**config.mk**
```make
export PLATFORM = sky130hd
export DESIGN_NAME = rv_core
export DESIGN_NICKNAME = d
export VERILOG_FILES = /design/src/source/rv_core_pkg.sv /design/src/source/instr_decoder.sv /design/src/source/regfile.sv /design/src/source/issue_stage.sv /design/src/source/alu.sv /design/src/source/divider.sv /design/src/source/writeback_stage.sv /design/src/source/rv_core.sv
export VERILOG_INCLUDE_DIRS = /design/src /design/src/source
export SDC_FILE = /design/constraint.sdc
export NUM_CORES = 2
export LEC_CHECK = 0
export BUFFER_PORTS_ARGS = -buffer_cell sky130_fd_sc_hd__clkbuf_2
export CAP_MARGIN = 20
export CORE_ASPECT_RATIO = 1.25
export CORE_MARGIN = 2
export CORE_UTILIZATION = 50
export CTS_BUF_LIST = sky130_fd_sc_hd__clkbuf_4 sky130_fd_sc_hd__clkbuf_8
export DETAILED_ROUTE_END_ITERATION = 12
export MAX_ROUTING_LAYER = met4
export PLACE_DENSITY = 0.65
export SYNTH_ARGS = -nofsm -noshare
export SYNTH_HDL_FRONTEND = slang
export SYNTH_SLANG_ARGS = --single-unit
```
**constraint.sdc**
```tcl
create_clock -name clk -period 12.3 [get_ports clk]
set_clock_uncertainty 0.1 [all_clocks]
set_input_delay 1.23 -clock clk [delete_from_list [all_inputs] [get_ports clk]]
set_output_delay 1.23 -clock clk [all_outputs]
set_load 0.05 [all_outputs]
```
**src/source/rv_core_cfg.svh**
```systemverilog
`ifndef RV_CORE_CFG_SVH
`define RV_CORE_CFG_SVH

// Data path width
`define XLEN      32

// Architectural registers, x0 included
`define NUM_REGS  32
`define REG_AW    5     // Register index width

// One quotient bit per cycle
`define DIV_STEPS 32

`endif

```
**src/source/rv_core_pkg.sv**
```systemverilog
`default_nettype none

package rv_core_pkg;

	// Major opcodes the decoder accepts
	typedef enum logic [6:0] {
		OPC_OP     = 7'b0110011,	// Register-register, M extension too
		OPC_OP_IMM = 7'b0010011,
		OPC_LUI    = 7'b0110111
	} opcode_e;

	typedef enum logic [3:0] {
		ALU_ADD    = 4'd0,
		ALU_SUB    = 4'd1,
		ALU_SLL    = 4'd2,
		ALU_SLT    = 4'd3,
		ALU_SLTU   = 4'd4,
		ALU_XOR    = 4'd5,
		ALU_SRL    = 4'd6,
		ALU_SRA    = 4'd7,
		ALU_OR     = 4'd8,
		ALU_AND    = 4'd9,
		ALU_PASS_B = 4'd10		// LUI immediate straight through
	} alu_op_e;

	// Same as funct3[1:0] of the divide group
	typedef enum logic [1:0] {
		DIV_DIV  = 2'b00,
		DIV_DIVU = 2'b01,
		DIV_REM  = 2'b10,
		DIV_REMU = 2'b11
	} div_op_e;

	// Unit that owns the result of an instruction
	typedef enum logic {
		RES_ALU = 1'b0,
		RES_DIV = 1'b1
	} res_sel_e;

endpackage

`default_nettype wire

```
**src/source/instr_decoder.sv**
```systemverilog
`timescale 1ns/1ps
`default_nettype none
`include "rv_core_cfg.svh"

module instr_decoder (
	input  logic [`XLEN-1:0]        instr,
	output logic [`REG_AW-1:0]      rs1,
	output logic [`REG_AW-1:0]      rs2,
	output logic [`REG_AW-1:0]      rd,
	output logic [`XLEN-1:0]        imm,
	output logic                    use_imm,
	output rv_core_pkg::res_sel_e   res_sel,
	output rv_core_pkg::alu_op_e    alu_op,
	output rv_core_pkg::div_op_e    div_op,
	output logic                    writes_rd,
	output logic                    illegal
);
	rv_core_pkg::opcode_e opcode;
	logic [2:0]           funct3;
	logic [6:0]           funct7;
	logic [`XLEN-1:0]     imm_i;
	logic [`XLEN-1:0]     imm_u;

	// Base integer op from funct3, alt picks SUB or SRA
	function automatic rv_core_pkg::alu_op_e base_op(input logic [2:0] f3, input logic alt);
		case (f3)
			3'b000:  return alt ? rv_core_pkg::ALU_SUB : rv_core_pkg::ALU_ADD;
			3'b001:  return rv_core_pkg::ALU_SLL;
			3'b010:  return rv_core_pkg::ALU_SLT;
			3'b011:  return rv_core_pkg::ALU_SLTU;
			3'b100:  return rv_core_pkg::ALU_XOR;
			3'b101:  return alt ? rv_core_pkg::ALU_SRA : rv_core_pkg::ALU_SRL;
			3'b110:  return rv_core_pkg::ALU_OR;
			default: return rv_core_pkg::ALU_AND;
		endcase
	endfunction

	assign opcode = rv_core_pkg::opcode_e'(instr[6:0]);
	assign funct3 = instr[14:12];
	assign funct7 = instr[31:25];
	assign rs1    = instr[19:15];
	assign rs2    = instr[24:20];
	assign rd     = instr[11:7];
	assign imm_i  = {{(`XLEN-12){instr[31]}}, instr[31:20]};	// Sign extended
	assign imm_u  = {instr[31:12], 12'b0};

	assign writes_rd = !illegal && (rd != '0);	// Nothing retires to x0

	always_comb begin
		use_imm = 1'b0;
		res_sel = rv_core_pkg::RES_ALU;
		alu_op  = rv_core_pkg::ALU_ADD;
		div_op  = rv_core_pkg::div_op_e'(funct3[1:0]);
		imm     = imm_i;
		illegal = 1'b0;
		case (opcode)
			rv_core_pkg::OPC_OP: begin
				if (funct7 == 7'b0000001) begin
					res_sel = rv_core_pkg::RES_DIV;
					illegal = !funct3[2];		// MUL group, no multiplier
				end else begin
					alu_op  = base_op(funct3, funct7[5]);
					// Only ADD/SUB and SRL/SRA have an alternate form
					illegal = (funct7 != 7'b0000000) &&
						!(funct7 == 7'b0100000 && (funct3 == 3'b000 || funct3 == 3'b101));
				end
			end
			rv_core_pkg::OPC_OP_IMM: begin
				use_imm = 1'b1;
				alu_op  = base_op(funct3, (funct3 == 3'b101) && funct7[5]);	// No SUBI
				illegal = (funct3 == 3'b001 && funct7 != 7'b0000000) ||
					(funct3 == 3'b101 && funct7 != 7'b0000000 && funct7 != 7'b0100000);
			end
			rv_core_pkg::OPC_LUI: begin
				use_imm = 1'b1;
				imm     = imm_u;
				alu_op  = rv_core_pkg::ALU_PASS_B;
			end
			default: illegal = 1'b1;
		endcase
	end

endmodule

`default_nettype wire

```
**src/source/regfile.sv**
```systemverilog
`timescale 1ns/1ps
`default_nettype none
`include "rv_core_cfg.svh"

module regfile (
	input  logic                  clk,
	input  logic                  arst_n,
	input  logic                  wr_en,
	input  logic [`REG_AW-1:0]    wr_addr,
	input  logic [`XLEN-1:0]      wr_data,
	input  logic [`REG_AW-1:0]    rd_addr_a,
	input  logic [`REG_AW-1:0]    rd_addr_b,
	output logic [`XLEN-1:0]      rd_data_a,
	output logic [`XLEN-1:0]      rd_data_b
);
	logic [`XLEN-1:0] regs [`NUM_REGS];

	always_ff @(posedge clk or negedge arst_n) begin
		if (!arst_n) begin
			for (int i = 0; i < `NUM_REGS; i++) begin
				regs[i] <= '0;
			end
		end else if (wr_en && wr_addr != '0) begin	// x0 never written
			regs[wr_addr] <= wr_data;
		end
	end

	// Combinational read ports
	assign rd_data_a = (rd_addr_a == '0) ? '0 : regs[rd_addr_a];
	assign rd_data_b = (rd_addr_b == '0) ? '0 : regs[rd_addr_b];

endmodule

`default_nettype wire

```
**src/source/issue_stage.sv**
```systemverilog
`timescale 1ns/1ps
`default_nettype none
`include "rv_core_cfg.svh"

module issue_stage (
	input  logic                    clk,
	input  logic                    arst_n,
	input  logic                    instr_valid,
	input  logic [`XLEN-1:0]        instr,
	input  logic                    div_busy,
	input  logic [`XLEN-1:0]        alu_result,
	input  logic                    wb_valid,
	input  logic [`REG_AW-1:0]      wb_rd,
	input  logic [`XLEN-1:0]        wb_data,
	output logic                    ex_valid,
	output rv_core_pkg::res_sel_e   ex_res_sel,
	output rv_core_pkg::alu_op_e    ex_alu_op,
	output rv_core_pkg::div_op_e    ex_div_op,
	output logic [`REG_AW-1:0]      ex_rd,
	output logic [`XLEN-1:0]        ex_op_a,
	output logic [`XLEN-1:0]        ex_op_b,
	output logic                    div_start
);
	logic [`REG_AW-1:0]    dec_rs1, dec_rs2, dec_rd;
	logic [`XLEN-1:0]      dec_imm;
	logic                  dec_use_imm, dec_writes_rd, dec_illegal;
	rv_core_pkg::res_sel_e dec_res_sel;
	rv_core_pkg::alu_op_e  dec_alu_op;
	rv_core_pkg::div_op_e  dec_div_op;
	logic [`XLEN-1:0]      rf_a, rf_b;
	logic [`XLEN-1:0]      op_a, op_b;
	logic                  ex_fwd;
	logic                  issue;

	instr_decoder decoder_i (
		.instr(instr), .rs1(dec_rs1), .rs2(dec_rs2), .rd(dec_rd),
		.imm(dec_imm), .use_imm(dec_use_imm), .res_sel(dec_res_sel),
		.alu_op(dec_alu_op), .div_op(dec_div_op),
		.writes_rd(dec_writes_rd), .illegal(dec_illegal)
	);

	// Written from writeback, read during decode
	regfile regfile_i (
		.clk(clk), .arst_n(arst_n),
		.wr_en(wb_valid), .wr_addr(wb_rd), .wr_data(wb_data),
		.rd_addr_a(dec_rs1), .rd_addr_b(dec_rs2),
		.rd_data_a(rf_a), .rd_data_b(rf_b)
	);

	// ALU op in execute with a real destination
	assign ex_fwd = ex_valid && (ex_res_sel == rv_core_pkg::RES_ALU) && (ex_rd != '0);

	// Priority execute, then writeback, then regfile
	// wb_valid is never set for x0
	assign op_a = (ex_fwd && ex_rd == dec_rs1)   ? alu_result :
		(wb_valid && wb_rd == dec_rs1) ? wb_data : rf_a;
	assign op_b = dec_use_imm                    ? dec_imm :
		(ex_fwd && ex_rd == dec_rs2)   ? alu_result :
		(wb_valid && wb_rd == dec_rs2) ? wb_data : rf_b;

	assign issue = instr_valid && !div_busy && !dec_illegal;	// Dropped strobes vanish here

	always_ff @(posedge clk or negedge arst_n) begin
		if (!arst_n)
			ex_valid <= 1'b0;
		else
			ex_valid <= issue;
	end

	// ID/EX payload
	always_ff @(posedge clk) begin
		if (issue) begin
			ex_res_sel <= dec_res_sel;
			ex_alu_op  <= dec_alu_op;
			ex_div_op  <= dec_div_op;
			ex_rd      <= dec_writes_rd ? dec_rd : '0;
			ex_op_a    <= op_a;
			ex_op_b    <= op_b;
		end
	end

	assign div_start = ex_valid && (ex_res_sel == rv_core_pkg::RES_DIV);

	// Issuer must hold off while the divider owns the core
	a_no_strobe_when_busy: assert property (@(posedge clk) disable iff (!arst_n)
		!(instr_valid && div_busy))
		else $error("instr_valid strobed while divider busy");

endmodule

`default_nettype wire

```
**src/source/alu.sv**
```systemverilog
`timescale 1ns/1ps
`default_nettype none
`include "rv_core_cfg.svh"

module alu (
	input  rv_core_pkg::alu_op_e    alu_op,
	input  logic [`XLEN-1:0]        op_a,
	input  logic [`XLEN-1:0]        op_b,
	output logic [`XLEN-1:0]        result
);
	logic [4:0] shamt;
	logic       lt_s;
	logic       lt_u;

	assign shamt = op_b[4:0];	// Low 5 bits only
	assign lt_s  = $signed(op_a) < $signed(op_b);
	assign lt_u  = op_a < op_b;

	always_comb begin
		case (alu_op)
			rv_core_pkg::ALU_ADD:    result = op_a + op_b;
			rv_core_pkg::ALU_SUB:    result = op_a - op_b;
			rv_core_pkg::ALU_SLL:    result = op_a << shamt;
			rv_core_pkg::ALU_SLT:    result = {{(`XLEN-1){1'b0}}, lt_s};
			rv_core_pkg::ALU_SLTU:   result = {{(`XLEN-1){1'b0}}, lt_u};
			rv_core_pkg::ALU_XOR:    result = op_a ^ op_b;
			rv_core_pkg::ALU_SRL:    result = op_a >> shamt;
			// Arithmetic shift keeps the sign bit
			rv_core_pkg::ALU_SRA:    result = $unsigned($signed(op_a) >>> shamt);
			rv_core_pkg::ALU_OR:     result = op_a | op_b;
			rv_core_pkg::ALU_AND:    result = op_a & op_b;
			rv_core_pkg::ALU_PASS_B: result = op_b;	// LUI
			default:                 result = '0;
		endcase
	end

endmodule

`default_nettype wire

```
**src/source/divider.sv**
```systemverilog
`timescale 1ns/1ps
`default_nettype none
`include "rv_core_cfg.svh"

module divider (
	input  logic                    clk,
	input  logic                    arst_n,
	input  logic                    start,
	input  rv_core_pkg::div_op_e    div_op,
	input  logic [`XLEN-1:0]        op_a,
	input  logic [`XLEN-1:0]        op_b,
	input  logic [`REG_AW-1:0]      rd_in,
	output logic                    busy,
	output logic                    done,
	output logic [`XLEN-1:0]        result,
	output logic [`REG_AW-1:0]      rd_out
);
	localparam int CW = $clog2(`DIV_STEPS);

	logic             running;
	logic [CW-1:0]    cnt;			// Steps still to go
	logic [`XLEN-1:0] rem_q, quo_q, dvsr_q;
	logic             neg_q, neg_r, is_rem, by_zero;
	logic             signed_op, a_neg, b_neg;
	logic [`XLEN-1:0] a_mag, b_mag;

	// One restoring step, shifts a dividend bit into the remainder
	function automatic logic [2*`XLEN-1:0] div_step(input logic [`XLEN-1:0] r,
		input logic [`XLEN-1:0] q, input logic [`XLEN-1:0] d);
		logic [`XLEN:0] shifted;
		logic [`XLEN:0] diff;
		shifted = {r, q[`XLEN-1]};
		diff    = shifted - {1'b0, d};
		if (!diff[`XLEN])
			return {diff[`XLEN-1:0], q[`XLEN-2:0], 1'b1};
		return {shifted[`XLEN-1:0], q[`XLEN-2:0], 1'b0};
	endfunction

	assign signed_op = (div_op == rv_core_pkg::DIV_DIV) || (div_op == rv_core_pkg::DIV_REM);
	assign a_neg     = signed_op && op_a[`XLEN-1];
	assign b_neg     = signed_op && op_b[`XLEN-1];
	assign a_mag     = a_neg ? -op_a : op_a;
	assign b_mag     = b_neg ? -op_b : op_b;

	always_ff @(posedge clk or negedge arst_n) begin
		if (!arst_n) begin
			running <= 1'b0;
			cnt     <= '0;
		end else if (start) begin
			running <= 1'b1;
			cnt     <= CW'(`DIV_STEPS - 1);	// First step taken at load
		end else if (running) begin
			if (cnt == '0)
				running <= 1'b0;
			else
				cnt <= cnt - 1'b1;
		end
	end

	always_ff @(posedge clk) begin
		if (start) begin
			{rem_q, quo_q} <= div_step('0, a_mag, b_mag);
			dvsr_q  <= b_mag;
			neg_q   <= a_neg ^ b_neg;
			neg_r   <= a_neg;			// Remainder follows dividend sign
			is_rem  <= (div_op == rv_core_pkg::DIV_REM) || (div_op == rv_core_pkg::DIV_REMU);
			by_zero <= (op_b == '0);
			rd_out  <= rd_in;
		end else if (running && cnt != '0) begin
			{rem_q, quo_q} <= div_step(rem_q, quo_q, dvsr_q);
		end
	end

	assign done = running && (cnt == '0);
	assign busy = running || start;		// Covers the cycle start sits in execute

	// Divide by zero gives all ones, remainder falls out as the dividend
	// MIN / -1 needs nothing extra since |MIN| reads back as MIN
	assign result = is_rem  ? (neg_r ? -rem_q : rem_q) :
		by_zero ? '1 : (neg_q ? -quo_q : quo_q);

	a_start_when_idle: assert property (@(posedge clk) disable iff (!arst_n)
		start |-> !running)
		else $error("divide started while divider running");

endmodule

`default_nettype wire

```
**src/source/writeback_stage.sv**
```systemverilog
`timescale 1ns/1ps
`default_nettype none
`include "rv_core_cfg.svh"

module writeback_stage (
	input  logic                    clk,
	input  logic                    arst_n,
	input  logic                    ex_valid,
	input  rv_core_pkg::res_sel_e   ex_res_sel,
	input  logic [`REG_AW-1:0]      ex_rd,
	input  logic [`XLEN-1:0]        alu_result,
	input  logic                    div_done,
	input  logic [`XLEN-1:0]        div_result,
	input  logic [`REG_AW-1:0]      div_rd,
	output logic                    wb_valid,
	output logic [`REG_AW-1:0]      wb_rd,
	output logic [`XLEN-1:0]        wb_data
);
	logic               take_alu;
	logic               take;
	logic [`REG_AW-1:0] sel_rd;

	assign take_alu = ex_valid && (ex_res_sel == rv_core_pkg::RES_ALU);
	assign take     = take_alu || div_done;
	assign sel_rd   = div_done ? div_rd : ex_rd;

	always_ff @(posedge clk or negedge arst_n) begin
		if (!arst_n)
			wb_valid <= 1'b0;
		else
			wb_valid <= take && (sel_rd != '0);	// x0 results retire silently
	end

	always_ff @(posedge clk) begin
		if (take) begin
			wb_rd   <= sel_rd;
			wb_data <= div_done ? div_result : alu_result;
		end
	end

	// Busy hold-off keeps the two units apart
	a_one_source: assert property (@(posedge clk) disable iff (!arst_n)
		!(take_alu && div_done))
		else $error("ALU and divider results in the same cycle");

endmodule

`default_nettype wire

```
**src/source/rv_core.sv**
```systemverilog
`timescale 1ns/1ps
`default_nettype none
`include "rv_core_cfg.svh"

module rv_core (
	input  logic                  clk,
	input  logic                  arst_n,
	input  logic                  instr_valid,
	input  logic [`XLEN-1:0]      instr,
	output logic                  busy,
	output logic                  wb_valid,
	output logic [`REG_AW-1:0]    wb_rd,
	output logic [`XLEN-1:0]      wb_data
);
	logic                  ex_valid;
	rv_core_pkg::res_sel_e ex_res_sel;
	rv_core_pkg::alu_op_e  ex_alu_op;
	rv_core_pkg::div_op_e  ex_div_op;
	logic [`REG_AW-1:0]    ex_rd;
	logic [`XLEN-1:0]      ex_op_a, ex_op_b;
	logic                  div_start;
	logic [`XLEN-1:0]      alu_result;
	logic                  div_done;		// One cycle, result valid
	logic [`XLEN-1:0]      div_result;
	logic [`REG_AW-1:0]    div_rd;

	// Writeback outputs loop back for regfile write and late forwarding
	issue_stage issue_i (
		.clk(clk), .arst_n(arst_n), .instr_valid(instr_valid), .instr(instr),
		.div_busy(busy), .alu_result(alu_result),
		.wb_valid(wb_valid), .wb_rd(wb_rd), .wb_data(wb_data),
		.ex_valid(ex_valid), .ex_res_sel(ex_res_sel), .ex_alu_op(ex_alu_op),
		.ex_div_op(ex_div_op), .ex_rd(ex_rd), .ex_op_a(ex_op_a), .ex_op_b(ex_op_b),
		.div_start(div_start)
	);

	alu alu_i (.alu_op(ex_alu_op), .op_a(ex_op_a), .op_b(ex_op_b), .result(alu_result));

	// Runs beside the ALU on the same operands
	divider divider_i (
		.clk(clk), .arst_n(arst_n), .start(div_start), .div_op(ex_div_op),
		.op_a(ex_op_a), .op_b(ex_op_b), .rd_in(ex_rd),
		.busy(busy), .done(div_done), .result(div_result), .rd_out(div_rd)
	);

	writeback_stage writeback_i (
		.clk(clk), .arst_n(arst_n), .ex_valid(ex_valid), .ex_res_sel(ex_res_sel),
		.ex_rd(ex_rd), .alu_result(alu_result),
		.div_done(div_done), .div_result(div_result), .div_rd(div_rd),
		.wb_valid(wb_valid), .wb_rd(wb_rd), .wb_data(wb_data)
	);

endmodule

`default_nettype wire

```
## Word-level counts from Yosys, hierarchy flattened

Cells that the tools add are included.

| word-level totals | value |
|---|---|
| register bits after elaboration | 1250 |
| word-level logic and storage cells | 214 |

| cells by class | value |
|---|---|
| $add $sub $neg | 9 |
| magnitude comparators | 6 |
| eq/ne operators | 29 |
| shift-type cells | 3 |
| muxes and demuxes | 57 |
| bitwise operators | 8 |
| reduce and logical (&&, ||, !) cells | 50 |

Operators with widths:

| operator | count |
|---|---|
| $bwmux 1024 | 1 |
| $mux 32 | 23 |
| $pmux 32 s11 | 1 |
| $bmux 32 s5 | 2 |
| $mux 64 | 4 |
| $demux 32 s5 | 1 |
| $neg 32->32 | 4 |
| $lt 32x32->1 | 2 |
| $pmux 4 s7 | 2 |
| $sub 1x32->33 | 1 |
| $sub 33x32->33 | 1 |
| $add 32x32->32 | 1 |
| $and 32x32->32 | 1 |
| $logic_not 32->1 | 1 |
| $or 32x32->32 | 1 |
| $shl 32x5->32 | 1 |
| $shr 32x5->32 | 1 |
| $sshr 32x5->32 | 1 |
| $sub 32x32->32 | 1 |
| $xor 32x32->32 | 1 |
| $mux 31 | 1 |
| $reduce_bool 5->1 | 5 |
| $logic_and 1x1->1 | 23 |
| $eq 7x6->1 const B | 3 |
| other kinds (34) | 79 |

## Depth between registers and ports, before layout

| depth | value |
|---|---|
| word-level depth | 9 |
| depth in mapped cells | 20 |

## Modules after synthesis

A second synthesis with hierarchy kept.

| second synthesis, totals | value |
|---|---|
| cells, all modules | 6759 |
| area total of the unflattened synthesis | 79675.2 um^2 |

By module, submodules not included:

| module | times used | cells an instance | area an instance (um^2) |
|---|---|---|---|
| regfile | 1 | 3667 | 54478.5 |
| divider | 1 | 1088 | 9593.0 |
| alu | 1 | 1381 | 8932.3 |
| issue_stage | 1 | 444 | 4430.5 |
| writeback_stage | 1 | 83 | 1609.0 |
| instr_decoder | 1 | 96 | 631.9 |

## Worst setup path before layout

No wires, ideal clock.

| timing | value |
|---|---|
| kind | input port to flip-flop |
| from | in instr[29] |
| to | reg issue_i.ex_valid |
| data arrival time | 10.034 ns |
| data required time | 11.283 ns |
| slack | 1.248 ns |
| cell stages on the path | 6 |
| path buffers | 0 |
| cell sequence | or4_1 > nor2_1 > a21oi_1 > nor3_1 > a21oi_1 > nor4b_1 |

| between the ends | value |
|---|---|
| longest elaborated chain between the ends | 8 |
| elaborated cells between the ends (all ways) | 15 |

Ends and longest elaborated chain:

| what | line | text |
|---|---|---|
| start, declared | rv_core.sv:9 | `` input logic [`XLEN-1:0] instr, `` |
| $eq 7x6->1 | instr_decoder.sv:65 | `!(funct7 == 7'b0100000 && (funct3 == 3'b000 \|\| funct3 == 3'b101));` |
| $logic_and 1x1->1 | instr_decoder.sv:65 |  |
| $logic_not 1->1 | instr_decoder.sv:65 |  |
| $logic_and 1x1->1 | instr_decoder.sv:64 | `illegal = (funct7 != 7'b0000000) &&` |
| $mux 1 | instr_decoder.sv:58 | `if (funct7 == 7'b0000001) begin` |
| $pmux 1 s3 * | instr_decoder.sv:56 | `case (opcode)` |
| $logic_not 1->1 * | issue_stage.sv:61 | `assign issue = instr_valid && !div_busy && !dec_illegal;` |
| $logic_and 1x1->1 * | issue_stage.sv:61 |  |
| named net issue_i.issue | issue_stage.sv:33 | `logic issue;` |
| end signal, assigned | issue_stage.sv:67 | `ex_valid <= issue;` |
| end, declared | issue_stage.sv:15 | `output logic ex_valid,` |

The timed path passes the listed nets; every way through them passes the cells marked *.
A chain may end at the register's enable or synchronous reset.

## Worst setup path in the final report

| timing | value |
|---|---|
| from | reg issue_i.ex_op_a[7] |
| to | reg issue_i.ex_op_b[20] (data pin) |

| between the ends | value |
|---|---|
| longest elaborated chain between the ends | 4 |
| elaborated cells between the ends (all ways) | 8 |

Ends and longest elaborated chain:

| what | line | text |
|---|---|---|
| start, declared | issue_stage.sv:20 | `` output logic [`XLEN-1:0] ex_op_a, `` |
| start signal, assigned | issue_stage.sv:77 | `ex_op_a <= op_a;` |
| $sub 32x32->32 (tied with other cells) | alu.sv:22 | `rv_core_pkg::ALU_SUB: result = op_a - op_b;` |
| $pmux 32 s11 * | alu.sv:20 | `case (alu_op)` |
| $mux 32 * | issue_stage.sv:58 | `(ex_fwd && ex_rd == dec_rs2) ? alu_result :` |
| $mux 32 * | issue_stage.sv:57 | `assign op_b = dec_use_imm ? dec_imm :` |
| named net issue_i.op_b[20] | issue_stage.sv:31 | `` logic [`XLEN-1:0] op_a, op_b; `` |
| end signal, assigned | issue_stage.sv:78 | `ex_op_b <= op_b;` |
| end, declared | issue_stage.sv:21 | `` output logic [`XLEN-1:0] ex_op_b, `` |

Marks and branches as above.

==> metrics <==
overall die area=161000 um2; Setup crit end kind=flop; smallest hold slack=218 ps; Worst Setup SP=issue_i.ex_op_a[7]; maximum number of pins on one net before global-route repair=178; global-route wire length before repair=466000 um; number of standard cells after synthesis=6764; post-synthesis share of cell area spent on full adders, half adders and majority gates=2.35%; main combinational cell family by area after synthesis=multiplexers; area growth from synthesis to final layout=9.50%; data required time at the worst endpoint=12890 ps; CTS-repair resized insts=0; Syn Nets=6945; HPWL after DPL=219000 um; fin nets=6816; top library cells by usage in the layout, fill and taps aside=mux2_2 (1069), dfrtp_1 (1032), mux4_2 (424); CTS max path bufs=3; average size of a mapped cell=11.6 um2; synthesized-area fraction occupied by and/or/nand/nor cells=6.46%; number of hold violations in the final report=0; worst r2r path cells=12; clk slew on worst S/H paths=70 ps; peak fanout along the critical path=13; number of warnings reported in the yosys synthesis log=0; # H-tree levels=4; vias after detailed routing=61700; vias in the first global route=62200; Clock Root Buffer=clkbuf_8; compound-cell area share of the yosys netlist=11.8%; # Max-Cap Violations=0; standby leakage power=38.4 nW; arrival time worst endpoint=6420 ps; clock latency reported for the late side of the worst-skew pair=1010 ps; Buffers on Ports=73; commonest non-fill, non-tap cell in the layout=mux2_2; Tot GR Track Use=42.0%; proportion of synthesized flip-flops having asynchronous set or reset=82.6%; commonest register cell after synthesis=dfrtp_1; router iterations before antenna repair=8; share of the clock period used by the worst path=47.4%; Setup TNS=0 ps; transition time at the pin with the least slew margin=1380 ps; number of placement rows=162; post-DR vias/cell=6.96; Finished Layout Cells=8871; setup-violating endpoint count in the final report=0; remaining global-route overflow=0; post-DR wirelength/cell=37.1 um; total routed wirelength=329000 um; number of enable flip-flop cells after synthesis=218; number of distinct standard cells referenced by the synthesized netlist=87; count of antenna-violating nets left after detailed routing=0; initial drt markers=6836; count of unresolved DRC violations after routing=0; Final Slew Violations=0; synthesis-stage register bit count=1250; Core ar.=156000 um2; power density of the placed cells=108 nW/um2; sinks on the clock net=1250; final total power=9.35 mW; maximum vdd ir drop=0.133 mV; register area share after synthesis=41.1%; Num CTS Buffers=200; setup repair after global routing missed its margin=no; startpoint of the worst register-to-register path=issue_i.ex_op_a[7]; startpoint kind of the worst setup timing path=flop; post-synthesis cell area=78800 um2; cell types with the largest area share after synthesis=dfrtp_1 (33%), mux2_2 (15%), mux4_2 (12%), edfxtp_1 (8.3%), mux2i_1 (5.1%); share of cells above drive strength 1=33.6%; CTS tree=yes; Peak Freq=0.172 GHz; result of the run=finished clean; hold-fix buffers at CTS=0; number of antenna violations at the first check in global routing=11; effective utilization at floorplan=50.4%; relative slew slack=7.20%; final weighted congestion in routability-driven placement=1.10; Post-CTS Setup Bufs=0; number of cells in the design after placement=8479; cell type with the largest total area after synthesis=dfrtp_1; count of boundary I/O pins=74; path type of the worst min-delay path=input port to asynchronous set/reset pin; final critical path time including I/O delays and setup=5830 ps; Die Height=448 um; share of Yosys cell area claimed by the top area cell type=32.8%; die span in x=359 um; Setup CP Type=flop to flop; xor and xnor fraction of the mapped netlist area=2.01%; mux cell area share after synthesis=32.5%
-- path summary, 6_finish.rpt --
check | to | slack, ps
setup / recovery | issue_i.ex_op_b[20] | 6470
setup reg to reg | issue_i.ex_op_b[20] | 6470
max in group asynchronous | issue_i.regfile_i.regs[500] | 9440
min in group clk | issue_i.regfile_i.regs[1009] | 300
hold reg to reg | issue_i.regfile_i.regs[1009] | 300
hold / removal | issue_i.regfile_i.regs[1019] | 220
-- registers in the layout, summed over array words and instances, names as in the netlist, 2 cells and up --
signal and count:
issue_i.ex_op_b 32, divider_i.quo_q 32, divider_i.dvsr_q 32, divider_i.rd_out 5, issue_i.ex_alu_op 4, issue_i.ex_rd 5
divider_i.cnt 5, divider_i.rem_q 32, writeback_i.wb_data 32, writeback_i.wb_rd 5, issue_i.ex_op_a 32, issue_i.regfile_i.regs 1024
issue_i.ex_div_op 2
-- kinds of logic after synthesis --
| kind of cell | after synthesis |
|---|---|
| multiplexers | 1894 |
| AO/OA/AOI/OAI | 1390 |
| flip-flops | 1250 |
| AND/OR/NAND/NOR | 1113 |
| buffers and inverters | 790 |
| XOR/XNOR | 181 |
| adder cells (fa/ha/maj) | 146 |
-- layer usage --
| layer | global-route usage (%) | part of all wire, % | up-vias |
|---|---|---|---|
| li1 | - | - | 25500 |
| met1 | 47.6 | 36 | 31800 |
| met2 | 65.8 | 47 | 3339 |
| met3 | 9.04 | 8.3 | 1110 |
| met4 | 31.1 | 9.0 | 0 |
| met5 | - | 0 | - |
-- synth_stat cells (129+ instances only) --
cell type / count
ha_1: 143
nand2_1: 337
clkbuf_1: 487
inv_1: 140
edfxtp_1: 218
a221oi_1: 129
mux2_2: 1069
mux4_2: 424
dfrtp_1: 1032
a21oi_1: 365
mux2i_1: 401
nor2_1: 400
o21ai_0: 270
-- power by group --
group / leakage [nW] / switching [mW] / internal (mW)
clock network: 2.48 / 1.85 / 2.29
registers: 16.4 / 0.0617 / 4.29
logic: 19.5 / 0.563 / 0.302
total: 38.4 / 2.47 / 6.88
-- critical path, stage by stage, from the launching register on --
cell	delay (ps)
edfxtp_1	870
inv_1	170
ha_1	520
nor2b_1	90
o211ai_1	240
a21oi_1	110
o21ai_0	1000
nand2_1	500
a21oi_1	540
o21ai_0	210
a21oi_1	420
o221a_2	450
o221ai_1	260
-- metrics by stage --
stage                     cell area (um2)  setup WS (ps)  util [%]
after floorplan                     78800           1250         -
after global placement              81400           6560      52.1
after detailed placement            81500           6510      52.1
after CTS                           86200           6770      55.1
after global routing                86300           6470      55.2
final                               86300           6470      55.2
-- cell type report --
cell class                      instances  area [um2]
Clock buffer                          330        4120
Clock inverter                         46         537
Sequential cell                      1250       32400
Antenna cell                           12        30.0
Timing Repair Buffer                  314        2390
Fill cell                           13300       70000
Inverter                              145         546
Multi-Input combinational cell       4724       43700
Tap cell                             2050        2560
Power figures use the tool's default switching activity.
